### config.mk
export PLATFORM = sky130hd
export DESIGN_NAME = exec_core
export DESIGN_NICKNAME = d
export VERILOG_FILES = /design/src/hdl/rv_exec_pkg.sv /design/src/hdl/alu.sv /design/src/hdl/branch_res.sv /design/src/hdl/control_unit.sv /design/src/hdl/dmem_lane.sv /design/src/hdl/exec_core.sv /design/src/hdl/execute_stage.sv /design/src/hdl/reg_file.sv
export SDC_FILE = /design/constraint.sdc
export NUM_CORES = 2
export LEC_CHECK = 0
export BUFFER_PORTS_ARGS = -buffer_cell sky130_fd_sc_hd__buf_2
export CAP_MARGIN = 20
export CORE_ASPECT_RATIO = 1.4
export CORE_MARGIN = 5
export CORE_UTILIZATION = 40
export DETAILED_ROUTE_END_ITERATION = 10
export PLACE_DENSITY = 0.56
export SETUP_SLACK_MARGIN = 0.5
export SYNTH_ARGS = -nofsm -noshare
export SYNTH_HDL_FRONTEND = slang
export SYNTH_SLANG_ARGS = --single-unit
### constraint.sdc
create_clock -name CLK -period 9.9 [get_ports CLK]
set_clock_uncertainty 0.1 [all_clocks]
set_input_delay 1.485 -clock CLK [delete_from_list [all_inputs] [get_ports CLK]]
set_output_delay 1.485 -clock CLK [all_outputs]
set_load 0.01 [all_outputs]
### src/hdl/rv_exec_pkg.sv
/*
  Shared types for the RV32I execute subsystem
  Opcodes, decoder fields, pipeline register and retire record
*/
package rv_exec_pkg;

  localparam int NREGS = 32;

  typedef logic [31:0] word_t;
  typedef logic [4:0]  regidx_t;

  // Address held on brj_addr while the stage is empty
  localparam word_t RESET_PC = 32'h0000_0000;

  // RV32I major opcodes
  typedef enum logic [6:0] {
    OPC_LUI    = 7'b0110111,
    OPC_AUIPC  = 7'b0010111,
    OPC_JAL    = 7'b1101111,
    OPC_JALR   = 7'b1100111,
    OPC_BRANCH = 7'b1100011,
    OPC_LOAD   = 7'b0000011,
    OPC_STORE  = 7'b0100011,
    OPC_OPIMM  = 7'b0010011,
    OPC_OP     = 7'b0110011,
    OPC_SYSTEM = 7'b1110011
  } opcode_e;

  // Encoded as {funct7[5], funct3}
  typedef enum logic [3:0] {
    ALU_ADD  = 4'b0000,
    ALU_SLL  = 4'b0001,
    ALU_SLT  = 4'b0010,
    ALU_SLTU = 4'b0011,
    ALU_XOR  = 4'b0100,
    ALU_SRL  = 4'b0101,
    ALU_OR   = 4'b0110,
    ALU_AND  = 4'b0111,
    ALU_SUB  = 4'b1000,
    ALU_SRA  = 4'b1101
  } alu_op_e;

  // Branch condition, same code as funct3
  typedef enum logic [2:0] {
    BEQ  = 3'b000,
    BNE  = 3'b001,
    BLT  = 3'b100,
    BGE  = 3'b101,
    BLTU = 3'b110,
    BGEU = 3'b111
  } branch_e;

  // Access width and sign, same code as funct3; stores use LB, LH, LW
  typedef enum logic [2:0] {
    LB  = 3'b000,
    LH  = 3'b001,
    LW  = 3'b010,
    LBU = 3'b100,
    LHU = 3'b101
  } mem_size_e;

  typedef enum logic {A_RS1, A_PC} a_sel_e;
  typedef enum logic [1:0] {B_RS2, B_IMM_I, B_IMM_S, B_IMM_U} b_sel_e;
  typedef enum logic [1:0] {W_LOAD, W_PC4, W_IMM_U, W_ALU} w_sel_e;

  typedef struct packed {
    regidx_t   rs1, rs2, rd;
    logic      wen, dren, dwen;
    logic      branch, jump;
    logic      j_sel;       // 1 for JAL, 0 for JALR
    logic      halt, illegal;
    alu_op_e   alu_op;
    a_sel_e    a_sel;
    b_sel_e    b_sel;
    w_sel_e    w_sel;
    branch_e   branch_type;
    mem_size_e mem_size;
    word_t     imm_i, imm_s, imm_sb, imm_uj, imm_u;
  } ctrl_t;

  typedef struct packed {
    logic  valid;
    word_t instr;
    word_t pc;
    word_t pc4;
    logic  prediction;
  } fetch_ex_t;

  typedef struct packed {
    word_t   pc;
    regidx_t rd;
    word_t   wdata;
    logic    wen;      // Register write committed
    logic    taken;    // Conditional branch taken
    logic    mal;
    logic    halt;
    logic    illegal;
  } retire_t;

endpackage

### src/hdl/alu.sv
/*
  RV32I ALU with add, sub, shifts, compares and logic ops
*/
`timescale 1ns/1ps

module alu (
  input  rv_exec_pkg::alu_op_e alu_op,
  input  rv_exec_pkg::word_t   port_a,
  input  rv_exec_pkg::word_t   port_b,
  output rv_exec_pkg::word_t   port_out
);

  logic [4:0] shamt;

  // Shift amount from the low bits only
  assign shamt = port_b[4:0];

  always_comb begin
    case (alu_op)
      rv_exec_pkg::ALU_ADD:  port_out = port_a + port_b;
      rv_exec_pkg::ALU_SUB:  port_out = port_a - port_b;
      rv_exec_pkg::ALU_SLL:  port_out = port_a << shamt;
      rv_exec_pkg::ALU_SLT:  port_out = {31'b0, $signed(port_a) < $signed(port_b)};
      rv_exec_pkg::ALU_SLTU: port_out = {31'b0, port_a < port_b};
      rv_exec_pkg::ALU_XOR:  port_out = port_a ^ port_b;
      rv_exec_pkg::ALU_SRL:  port_out = port_a >> shamt;
      rv_exec_pkg::ALU_SRA:  port_out = $unsigned($signed(port_a) >>> shamt);
      rv_exec_pkg::ALU_OR:   port_out = port_a | port_b;
      rv_exec_pkg::ALU_AND:  port_out = port_a & port_b;
      default:               port_out = '0;
    endcase
  end

endmodule

### src/hdl/branch_res.sv
/*
  Branch condition check and branch/jump target adder
*/
`timescale 1ns/1ps

module branch_res (
  input  rv_exec_pkg::word_t rs1_data,
  input  rv_exec_pkg::word_t rs2_data,
  input  rv_exec_pkg::word_t pc,
  input  rv_exec_pkg::ctrl_t ctrl,
  output logic               taken,
  output rv_exec_pkg::word_t target
);

  logic cond;

  always_comb begin
    case (ctrl.branch_type)
      rv_exec_pkg::BEQ:  cond = (rs1_data == rs2_data);
      rv_exec_pkg::BNE:  cond = (rs1_data != rs2_data);
      rv_exec_pkg::BLT:  cond = ($signed(rs1_data) < $signed(rs2_data));
      rv_exec_pkg::BGE:  cond = ($signed(rs1_data) >= $signed(rs2_data));
      rv_exec_pkg::BLTU: cond = (rs1_data < rs2_data);
      rv_exec_pkg::BGEU: cond = (rs1_data >= rs2_data);
      default:           cond = 1'b0;
    endcase
  end

  // Condition only counts for a decoded branch
  assign taken = ctrl.branch & cond;

  always_comb begin
    if (ctrl.jump && ctrl.j_sel)
      target = pc + ctrl.imm_uj;
    else if (ctrl.jump)
      // JALR drops bit 0 of the sum
      target = (rs1_data + ctrl.imm_i) & ~32'h1;
    else
      target = pc + ctrl.imm_sb;
  end

endmodule

### src/hdl/control_unit.sv
/*
  RV32I instruction decoder
  Maps the instruction word to control flags, selects and immediates
*/
`timescale 1ns/1ps

module control_unit (
  input  rv_exec_pkg::word_t instr,
  output rv_exec_pkg::ctrl_t ctrl
);

  logic [2:0] funct3;
  logic [6:0] funct7;

  assign funct3 = instr[14:12];
  assign funct7 = instr[31:25];

  always_comb begin
    ctrl = '0;
    // Register fields sit at fixed positions
    ctrl.rs1 = instr[19:15];
    ctrl.rs2 = instr[24:20];
    ctrl.rd  = instr[11:7];
    // Sign-extended immediates for every format
    ctrl.imm_i  = {{20{instr[31]}}, instr[31:20]};
    ctrl.imm_s  = {{20{instr[31]}}, instr[31:25], instr[11:7]};
    ctrl.imm_sb = {{19{instr[31]}}, instr[31], instr[7], instr[30:25], instr[11:8], 1'b0};
    ctrl.imm_uj = {{11{instr[31]}}, instr[31], instr[19:12], instr[20], instr[30:21], 1'b0};
    ctrl.imm_u  = {instr[31:12], 12'h000};
    ctrl.alu_op      = rv_exec_pkg::ALU_ADD;
    ctrl.a_sel       = rv_exec_pkg::A_RS1;
    ctrl.b_sel       = rv_exec_pkg::B_RS2;
    ctrl.w_sel       = rv_exec_pkg::W_ALU;
    ctrl.branch_type = rv_exec_pkg::branch_e'(funct3);
    ctrl.mem_size    = rv_exec_pkg::mem_size_e'(funct3);

    case (instr[6:0])
      rv_exec_pkg::OPC_LUI: begin
        ctrl.wen   = 1'b1;
        ctrl.w_sel = rv_exec_pkg::W_IMM_U;
      end
      rv_exec_pkg::OPC_AUIPC: begin
        ctrl.wen   = 1'b1;
        ctrl.a_sel = rv_exec_pkg::A_PC;
        ctrl.b_sel = rv_exec_pkg::B_IMM_U;
      end
      rv_exec_pkg::OPC_JAL: begin
        ctrl.wen   = 1'b1;
        ctrl.jump  = 1'b1;
        ctrl.j_sel = 1'b1;
        ctrl.w_sel = rv_exec_pkg::W_PC4;
      end
      rv_exec_pkg::OPC_JALR: begin
        ctrl.wen     = 1'b1;
        ctrl.jump    = 1'b1;
        ctrl.w_sel   = rv_exec_pkg::W_PC4;
        ctrl.illegal = (funct3 != 3'b000);
      end
      rv_exec_pkg::OPC_BRANCH: begin
        ctrl.branch  = 1'b1;
        // funct3 010 and 011 are reserved
        ctrl.illegal = (funct3[2:1] == 2'b01);
      end
      rv_exec_pkg::OPC_LOAD: begin
        ctrl.wen     = 1'b1;
        ctrl.dren    = 1'b1;
        ctrl.b_sel   = rv_exec_pkg::B_IMM_I;
        ctrl.w_sel   = rv_exec_pkg::W_LOAD;
        ctrl.illegal = (funct3 == 3'b011) || (funct3[2:1] == 2'b11);
      end
      rv_exec_pkg::OPC_STORE: begin
        ctrl.dwen    = 1'b1;
        ctrl.b_sel   = rv_exec_pkg::B_IMM_S;
        ctrl.illegal = funct3[2] || (funct3 == 3'b011);
      end
      rv_exec_pkg::OPC_OPIMM: begin
        ctrl.wen    = 1'b1;
        ctrl.b_sel  = rv_exec_pkg::B_IMM_I;
        // Only SRAI picks up bit 30, ADDI has no SUB form
        ctrl.alu_op = rv_exec_pkg::alu_op_e'({instr[30] & (funct3 == 3'b101), funct3});
        if (funct3 == 3'b001)
          ctrl.illegal = (funct7 != 7'b0000000);
        else if (funct3 == 3'b101)
          ctrl.illegal = (funct7 != 7'b0000000) && (funct7 != 7'b0100000);
      end
      rv_exec_pkg::OPC_OP: begin
        ctrl.wen    = 1'b1;
        ctrl.alu_op = rv_exec_pkg::alu_op_e'({instr[30], funct3});
        // SUB and SRA are the only funct7 variants
        if (funct7 == 7'b0100000)
          ctrl.illegal = (funct3 != 3'b000) && (funct3 != 3'b101);
        else
          ctrl.illegal = (funct7 != 7'b0000000);
      end
      rv_exec_pkg::OPC_SYSTEM: begin
        // ECALL only
        ctrl.halt    = (instr == 32'h0000_0073);
        ctrl.illegal = (instr != 32'h0000_0073);
      end
      default: ctrl.illegal = 1'b1;
    endcase

    // Unknown encodings have no side effects
    if (ctrl.illegal) begin
      ctrl.wen    = 1'b0;
      ctrl.dren   = 1'b0;
      ctrl.dwen   = 1'b0;
      ctrl.branch = 1'b0;
      ctrl.jump   = 1'b0;
    end
  end

endmodule

### src/hdl/dmem_lane.sv
/*
  Data memory lane logic, little-endian
  Byte enables, store replication, misalignment and load extension
*/
`timescale 1ns/1ps

module dmem_lane (
  input  rv_exec_pkg::word_t     addr,
  input  rv_exec_pkg::mem_size_e mem_size,
  input  rv_exec_pkg::word_t     store_data,
  input  rv_exec_pkg::word_t     load_word,
  output logic [3:0]             sel,
  output rv_exec_pkg::word_t     wdata,
  output rv_exec_pkg::word_t     load_data,
  output logic                   mal
);

  logic [1:0]         offset;
  rv_exec_pkg::word_t shifted;

  assign offset = addr[1:0];

  always_comb begin
    case (mem_size)
      rv_exec_pkg::LB, rv_exec_pkg::LBU: begin
        sel   = 4'b0001 << offset;
        // Same byte on every lane, sel picks the one written
        wdata = {4{store_data[7:0]}};
        mal   = 1'b0;
      end
      rv_exec_pkg::LH, rv_exec_pkg::LHU: begin
        sel   = offset[1] ? 4'b1100 : 4'b0011;
        wdata = {2{store_data[15:0]}};
        mal   = offset[0];
      end
      rv_exec_pkg::LW: begin
        sel   = 4'b1111;
        wdata = store_data;
        mal   = (offset != 2'b00);
      end
      default: begin
        sel   = 4'b0000;
        wdata = store_data;
        mal   = 1'b0;
      end
    endcase
  end

  // Bring the addressed lane down to bit 0
  assign shifted = load_word >> {offset, 3'b000};

  always_comb begin
    case (mem_size)
      rv_exec_pkg::LB:  load_data = {{24{shifted[7]}}, shifted[7:0]};
      rv_exec_pkg::LBU: load_data = {24'b0, shifted[7:0]};
      rv_exec_pkg::LH:  load_data = {{16{shifted[15]}}, shifted[15:0]};
      rv_exec_pkg::LHU: load_data = {16'b0, shifted[15:0]};
      default:          load_data = load_word;
    endcase
  end

endmodule

### src/hdl/exec_core.sv
/*
  Execute subsystem top with the fetch/execute register and halt latch
*/
`timescale 1ns/1ps

module exec_core (
  input  logic                 CLK,
  input  logic                 arst_n,
  input  logic                 in_valid,
  input  rv_exec_pkg::word_t   in_instr,
  input  rv_exec_pkg::word_t   in_pc,
  input  logic                 in_prediction,
  output logic                 in_ready,
  output logic                 dbus_cyc,
  output logic                 dbus_stb,
  output logic                 dbus_we,
  output rv_exec_pkg::word_t   dbus_adr,
  output logic [3:0]           dbus_sel,
  output rv_exec_pkg::word_t   dbus_dat_w,
  input  rv_exec_pkg::word_t   dbus_dat_r,
  input  logic                 dbus_ack,
  output logic                 retire_valid,
  output rv_exec_pkg::retire_t retire,
  output rv_exec_pkg::word_t   brj_addr,
  output logic                 mispredict,
  output logic                 halt
);

  rv_exec_pkg::fetch_ex_t fetch_ex;
  rv_exec_pkg::word_t     ex_instr, ex_pc, ex_pc4;
  logic                   ex_valid, ex_pred, stall, halt_q, xfer;

  // Closed during a bus cycle, on ECALL and after it
  assign in_ready = ~stall & ~halt & ~halt_q;
  assign xfer     = in_valid & in_ready;

  always_ff @(posedge CLK, negedge arst_n) begin
    if (!arst_n) begin
      ex_valid <= 1'b0;
      halt_q   <= 1'b0;
    end else begin
      if (xfer)
        ex_valid <= 1'b1;
      else if (retire_valid)
        ex_valid <= 1'b0;
      if (retire_valid && halt)
        halt_q <= 1'b1;
    end
  end

  // Payload only moves on a transfer, so it holds through a stall
  always_ff @(posedge CLK) begin
    if (xfer) begin
      ex_instr <= in_instr;
      ex_pc    <= in_pc;
      ex_pc4   <= in_pc + 32'd4;
      ex_pred  <= in_prediction;
    end
  end

  assign fetch_ex = '{
    valid:      ex_valid,
    instr:      ex_instr,
    pc:         ex_pc,
    pc4:        ex_pc4,
    prediction: ex_pred
  };

  execute_stage u_ex (
    .CLK, .arst_n, .fetch_ex, .stall,
    .dbus_cyc, .dbus_stb, .dbus_we, .dbus_adr, .dbus_sel, .dbus_dat_w,
    .dbus_dat_r, .dbus_ack,
    .retire_valid, .retire, .brj_addr, .mispredict, .halt
  );

endmodule

### src/hdl/execute_stage.sv
/*
  Execute stage of the two-stage RV32I pipeline
  Decode, register read, ALU, branch resolve, Wishbone data access, write-back
*/
`timescale 1ns/1ps

module execute_stage (
  input  logic                   CLK,
  input  logic                   arst_n,
  input  rv_exec_pkg::fetch_ex_t fetch_ex,
  output logic                   stall,
  output logic                   dbus_cyc,
  output logic                   dbus_stb,
  output logic                   dbus_we,
  output rv_exec_pkg::word_t     dbus_adr,
  output logic [3:0]             dbus_sel,
  output rv_exec_pkg::word_t     dbus_dat_w,
  input  rv_exec_pkg::word_t     dbus_dat_r,
  input  logic                   dbus_ack,
  output logic                   retire_valid,
  output rv_exec_pkg::retire_t   retire,
  output rv_exec_pkg::word_t     brj_addr,
  output logic                   mispredict,
  output logic                   halt
);

  typedef enum logic {IDLE, BUS} bus_state_e;

  bus_state_e         state, state_nxt;
  rv_exec_pkg::ctrl_t ctrl;
  rv_exec_pkg::word_t rs1_data, rs2_data, w_data;
  rv_exec_pkg::word_t port_a, port_b, alu_out;
  rv_exec_pkg::word_t br_target, load_data;
  logic               br_taken, lane_mal, mem_op, mal, req, ack_ok, rf_wen;

  control_unit u_cu (.instr(fetch_ex.instr), .ctrl(ctrl));

  reg_file u_rf (
    .CLK, .arst_n,
    .rs1(ctrl.rs1), .rs2(ctrl.rs2), .rd(ctrl.rd),
    .wen(rf_wen), .w_data,
    .rs1_data, .rs2_data
  );

  // Operand selects
  assign port_a = (ctrl.a_sel == rv_exec_pkg::A_PC) ? fetch_ex.pc : rs1_data;

  always_comb begin
    case (ctrl.b_sel)
      rv_exec_pkg::B_IMM_I: port_b = ctrl.imm_i;
      rv_exec_pkg::B_IMM_S: port_b = ctrl.imm_s;
      rv_exec_pkg::B_IMM_U: port_b = ctrl.imm_u;
      default:              port_b = rs2_data;
    endcase
  end

  alu u_alu (.alu_op(ctrl.alu_op), .port_a, .port_b, .port_out(alu_out));

  branch_res u_br (
    .rs1_data, .rs2_data, .pc(fetch_ex.pc), .ctrl,
    .taken(br_taken), .target(br_target)
  );

  // ALU sum is the effective address for loads and stores
  dmem_lane u_lane (
    .addr(alu_out), .mem_size(ctrl.mem_size),
    .store_data(rs2_data), .load_word(dbus_dat_r),
    .sel(dbus_sel), .wdata(dbus_dat_w), .load_data, .mal(lane_mal)
  );

  assign mem_op = ctrl.dren | ctrl.dwen;
  assign mal    = mem_op & lane_mal;
  // Misaligned accesses never reach the bus
  assign req    = fetch_ex.valid & mem_op & ~lane_mal;
  assign ack_ok = dbus_ack & dbus_stb;

  // Wishbone cycle control
  always_comb begin
    state_nxt = state;
    case (state)
      IDLE: if (req && !ack_ok) state_nxt = BUS;
      BUS:  if (ack_ok) state_nxt = IDLE;
      default: state_nxt = IDLE;
    endcase
  end

  always_ff @(posedge CLK, negedge arst_n) begin
    if (!arst_n)
      state <= IDLE;
    else
      state <= state_nxt;
  end

  // Cycle opens with the request and holds in BUS until ack
  assign dbus_cyc = req | (state == BUS);
  assign dbus_stb = dbus_cyc;
  assign dbus_we  = ctrl.dwen;
  assign dbus_adr = {alu_out[31:2], 2'b00};
  // Covers the ack cycle too so intake stays closed
  assign stall    = dbus_cyc;

  always_comb begin
    case (ctrl.w_sel)
      rv_exec_pkg::W_LOAD:  w_data = load_data;
      rv_exec_pkg::W_PC4:   w_data = fetch_ex.pc4;
      rv_exec_pkg::W_IMM_U: w_data = ctrl.imm_u;
      default:              w_data = alu_out;
    endcase
  end

  // Memory ops retire on ack, everything else in one cycle
  assign retire_valid = fetch_ex.valid & (~req | ack_ok);
  assign rf_wen       = retire_valid & ctrl.wen & ~mal;

  assign retire = '{
    pc:      fetch_ex.pc,
    rd:      ctrl.rd,
    wdata:   w_data,
    wen:     ctrl.wen & ~mal,
    taken:   br_taken,
    mal:     mal,
    halt:    ctrl.halt,
    illegal: ctrl.illegal
  };

  // Resolved next PC
  always_comb begin
    if (!fetch_ex.valid)
      brj_addr = rv_exec_pkg::RESET_PC;
    else if (ctrl.jump || br_taken)
      brj_addr = br_target;
    else
      brj_addr = fetch_ex.pc4;
  end

  assign mispredict = fetch_ex.valid & (fetch_ex.prediction ^ (br_taken | ctrl.jump));
  assign halt       = fetch_ex.valid & ctrl.halt;

endmodule

### src/hdl/reg_file.sv
/*
  Integer register file, two asynchronous reads and one write
*/
`timescale 1ns/1ps

module reg_file (
  input  logic                 CLK,
  input  logic                 arst_n,
  input  rv_exec_pkg::regidx_t rs1,
  input  rv_exec_pkg::regidx_t rs2,
  input  rv_exec_pkg::regidx_t rd,
  input  logic                 wen,
  input  rv_exec_pkg::word_t   w_data,
  output rv_exec_pkg::word_t   rs1_data,
  output rv_exec_pkg::word_t   rs2_data
);

  // x0 has no storage
  rv_exec_pkg::word_t regs [1:rv_exec_pkg::NREGS-1];

  always_ff @(posedge CLK, negedge arst_n) begin
    if (!arst_n) begin
      for (int i = 1; i < rv_exec_pkg::NREGS; i++)
        regs[i] <= '0;
    end else if (wen && (rd != '0)) begin
      regs[rd] <= w_data;
    end
  end

  // x0 reads as zero
  assign rs1_data = (rs1 == '0) ? '0 : regs[rs1];
  assign rs2_data = (rs2 == '0) ? '0 : regs[rs2];

endmodule

==> results.md <==
- Area grow syn2layout: 16.4%
- RR Startpoint: ex_instr[20]
- Share of layout cells above drive strength 1: 0.360
- Vias in the first global route: between 60,000 and 70,000
- Site row count: roughly 190
- Sequential area share after synthesis: 0.371
- Logic pwr share: 0.397
- CP max stage delay: ~0.45 ns
- Crit-path leading delay family: compound AO/OA/AOI/OAI gates
- First-pass GRT wire length: 532 mm
- Crit path buffers/inverters: 10
- Int Pwr: 9.49 mW
- Sw Ratio: 0.400
- CP max FO: 42
- Final RePlAce weighted congestion: about 1.1
- Post-synth EDFFs: between 90 and 100
- Clock buffer depth: 3
- Yosys reg bits: between 1,000 and 1,500
- Achievable Freq: 0.106 GHz
- # DRC: 0
- Routed wire length: 391 mm
- RSZ-0062 raised after global routing: yes
- Slowest-stage cell, CP: and4b_4
- # clock sinks: 1,090
- Clock Power Share: 0.294
- MaxCap Viol Count: 0
- WS Path Type: reg -> out
- Min cycle time layout: between 9 and 10 ns
- Die height: between 500 and 600 um
- GRT Overall Usage: 0.388
- Req. time, crit path: 8.32 ns
- Post-detail-place hpwl: about 280 mm
- WHS Path Cells: 1
- Dpl cells: 9,437
- Die area: 196,000 sq um
- Slew at the pin closest to its max-slew limit: about 1.2 ns
- Top post-synthesis cells by count: dfrtp_1, mux2_2, nor2_1
- Final hold violations: 0
- P_leak: approximately 37 nW
- R2R Setup Slk: 1.71 ns
- Core ar.: between 150,000 and 200,000 sq um
- TritonCTS buffer count: roughly 110
- Initial antenna violation count: 35
- Biggest area consumer among synthesized cells: dfrtp_1
- Reg clk slew, reported paths: about 0.070 ns
- Final Util: 0.469
- Wirelength per Cell: 40.3 um
- Non-filler cells, final: slightly below 10,000
- Outcome: finished, final reports clean
- Slew Limit Headroom: 0.217
- CTS tree: done
- Worst hold start: halt_q
- Iteration count of the initial detailed-routing pass: 7
- Final period utilization: 0.950
- Pwr Density: roughly 180 nW/um^2
- WHS Endpoint: halt_q
- Critical path arrival: between 7 and 8 ns
- Routed Antenna Nets: 0
- H-Tree Depth: 3
- Avg Vias per Cell: between 6 and 7
- DR iter-0 viols: 6,826
- Sw Pwr: between 6 and 7 mW
- Synth Warn #: 0
- Synthesized area: around 75,000 sq um
- Grt ovf: 0
- Worst setup EP type: output pin
- Count leader, synth: dfrtp_1
- Fillers: 17,000
- Mean Syn Cell Area: 11.0 sq um
- Initial Util: 0.403
- Syn Inst Count: just under 7,000
- Flop pwr share: 0.310
- Die Wd: 375 um
- Root cell of the clock tree: clkbuf_16
- Io pins: roughly 280
- IO buf count: about 280
- Synth Flop Type: dfrtp_1
- HP Class: reg -> reg
- Peak supply drop: 0.000153 V
- Setup-failing EPs final: 0
- FF-to-FF End: u_ex.u_rf.regs[703]
- Synth top area cells: dfrtp_1, mux2_2, mux4_2
- CP most frequent cell: buf_4
- Largest net degree at the start of global routing: 186
- Crit path launch type: register
- Vias post-DR: approximately 65,000
- Fraction of registers with async set/reset: 0.913
- # nets final: about 7,400
- Clk_lat worst skew: 0.82 ns
- Netlist cell types: between 100 and 150
- Slew Limit Fails: 0
- Yosys top cell area share: 0.333
- Reg2Reg Depth: 23
==> placed cells by master (no fill, tap or decap), types with 25 or more instances in the layout <==
cell       synthesis  layout
inv_1            142     140
o21a_1            26      25
buf_4             48     487
o21ai_0          253     243
o211ai_1          45      45
dfrtp_1          995     995
nand2b_1          33      33
clkbuf_16          0     113
mux2_1            40      40
buf_12             0      77
nor4_2             5      35
o221ai_1          54      53
mux2_4            58      58
mux2_2           817     817
a21oi_1          374     367
a22oi_1          143     137
nor3_1            74      68
a221o_1           42      42
ha_1             203     199
nor2b_1           47      43
mux2i_1          307     297
mux4_2           391     391
nor2_1           480     472
a211oi_1          60      56
o22ai_1           73      72
a221oi_1          35      33
xnor2_1           63      63
buf_2            153     278
or2_2             33      33
xor2_1            31      31
a31oi_1          125     124
and3_1            26      26
nand3_1          140     139
edfxtp_1          95      95
nand2_1          357     353
o21bai_1          27      26
nand4_1           34      34
a21o_1            52      52
==> how the worst max path moves through the flow <==
stage	end	slack [ns]	startpoint	cells after the start
finish	retire[34]	0.50	ex_instr[19]	30
global route	retire[30]	0.44	ex_instr[20]	28
CTS	retire[34]	0.48	ex_instr[20]	31
detailed placement	retire[34]	0.03	ex_instr[20]	28
global placement	retire[34]	-0.45	ex_instr[20]	27
floorplan	ex_instr[0]	0.68	ex_instr[20]	28
==> power by group through the flow <==
stage | Combinational, mW | Clock, mW | Sequential [mW]
floorplan | 2.96 | 0 | 4.89
global placement | 5.96 | 0 | 4.97
detailed placement | 5.95 | 0 | 4.98
CTS | 6.04 | 4.71 | 4.89
global route | 6.47 | 4.88 | 4.91
finish | 6.28 | 4.65 | 4.90
==> layout make-up <==
class / instances / area [sq um] / share of cell area
multi-input combinational: 4894 / 44100 / 0.508
sequential: 1090 / 27800 / 0.319
timing repair buffer: 879 / 7350 / 0.0845
clock buffer: 142 / 3130 / 0.0360
tap: 2457 / 3070 / 0.0354
clock inverter: 63 / 868 / 0.00999
inverter: 154 / 581 / 0.00668
antenna: 17 / 42.5 / 0.000489
==> timing repair <==
item | in CTS | in global routing
buffers inserted | 20 | 2
resized for setup | 62 | 48
setup endpoints to repair | 74 | 34
pin swaps | 7 | 7
hold buffers | 0 | 0
gates cloned | 8 | 1
==> logic make-up (layout without fill, tap and decap cells) <==
group,count (synthesis),in the layout,synth area share
other cells,1,19,0.0000502
buf+inv,787,1238,0.0490
fa+ha+maj,208,208,0.0353
simple gates,1382,1382,0.0866
mux,1625,1625,0.302
xor+xnor,94,94,0.0110
flops,1090,1090,0.371
compound gates,1583,1583,0.144
==> registers in the layout, summed over array words and instances, names as in the netlist <==
name and count:
u_ex.u_rf.regs 992, ex_instr 32, ex_pc 32, ex_pc4 30
ex_pred 1, ex_valid 1, halt_q 1, u_ex.state 1
==> metrics by stage <==
step | setup TNS [ns] | setup WS, ns | area (sq um) | hold slack [ns] | total power [mW]
after floorplan | 0 | 0.676 | 74700 | 0.327 | 7.85
after global placement | -0.449 | -0.449 | 81800 | 0.340 | 10.9
after global routing | 0 | 0.443 | 86900 | 0.385 | 16.3
final | 0 | 0.496 | 86900 | 0.366 | 15.8
after detailed placement | 0 | 0.0282 | 81800 | 0.346 | 10.9
after CTS | 0 | 0.484 | 86500 | 0.362 | 15.6
==> layer usage <==
metal	wire length, um	global-route usage
met2	180000	0.621
met3	33500	0.0934
met5	145	0
met4	38400	0.306
met1	138000	0.446
Power figures use the tool's default switching activity.
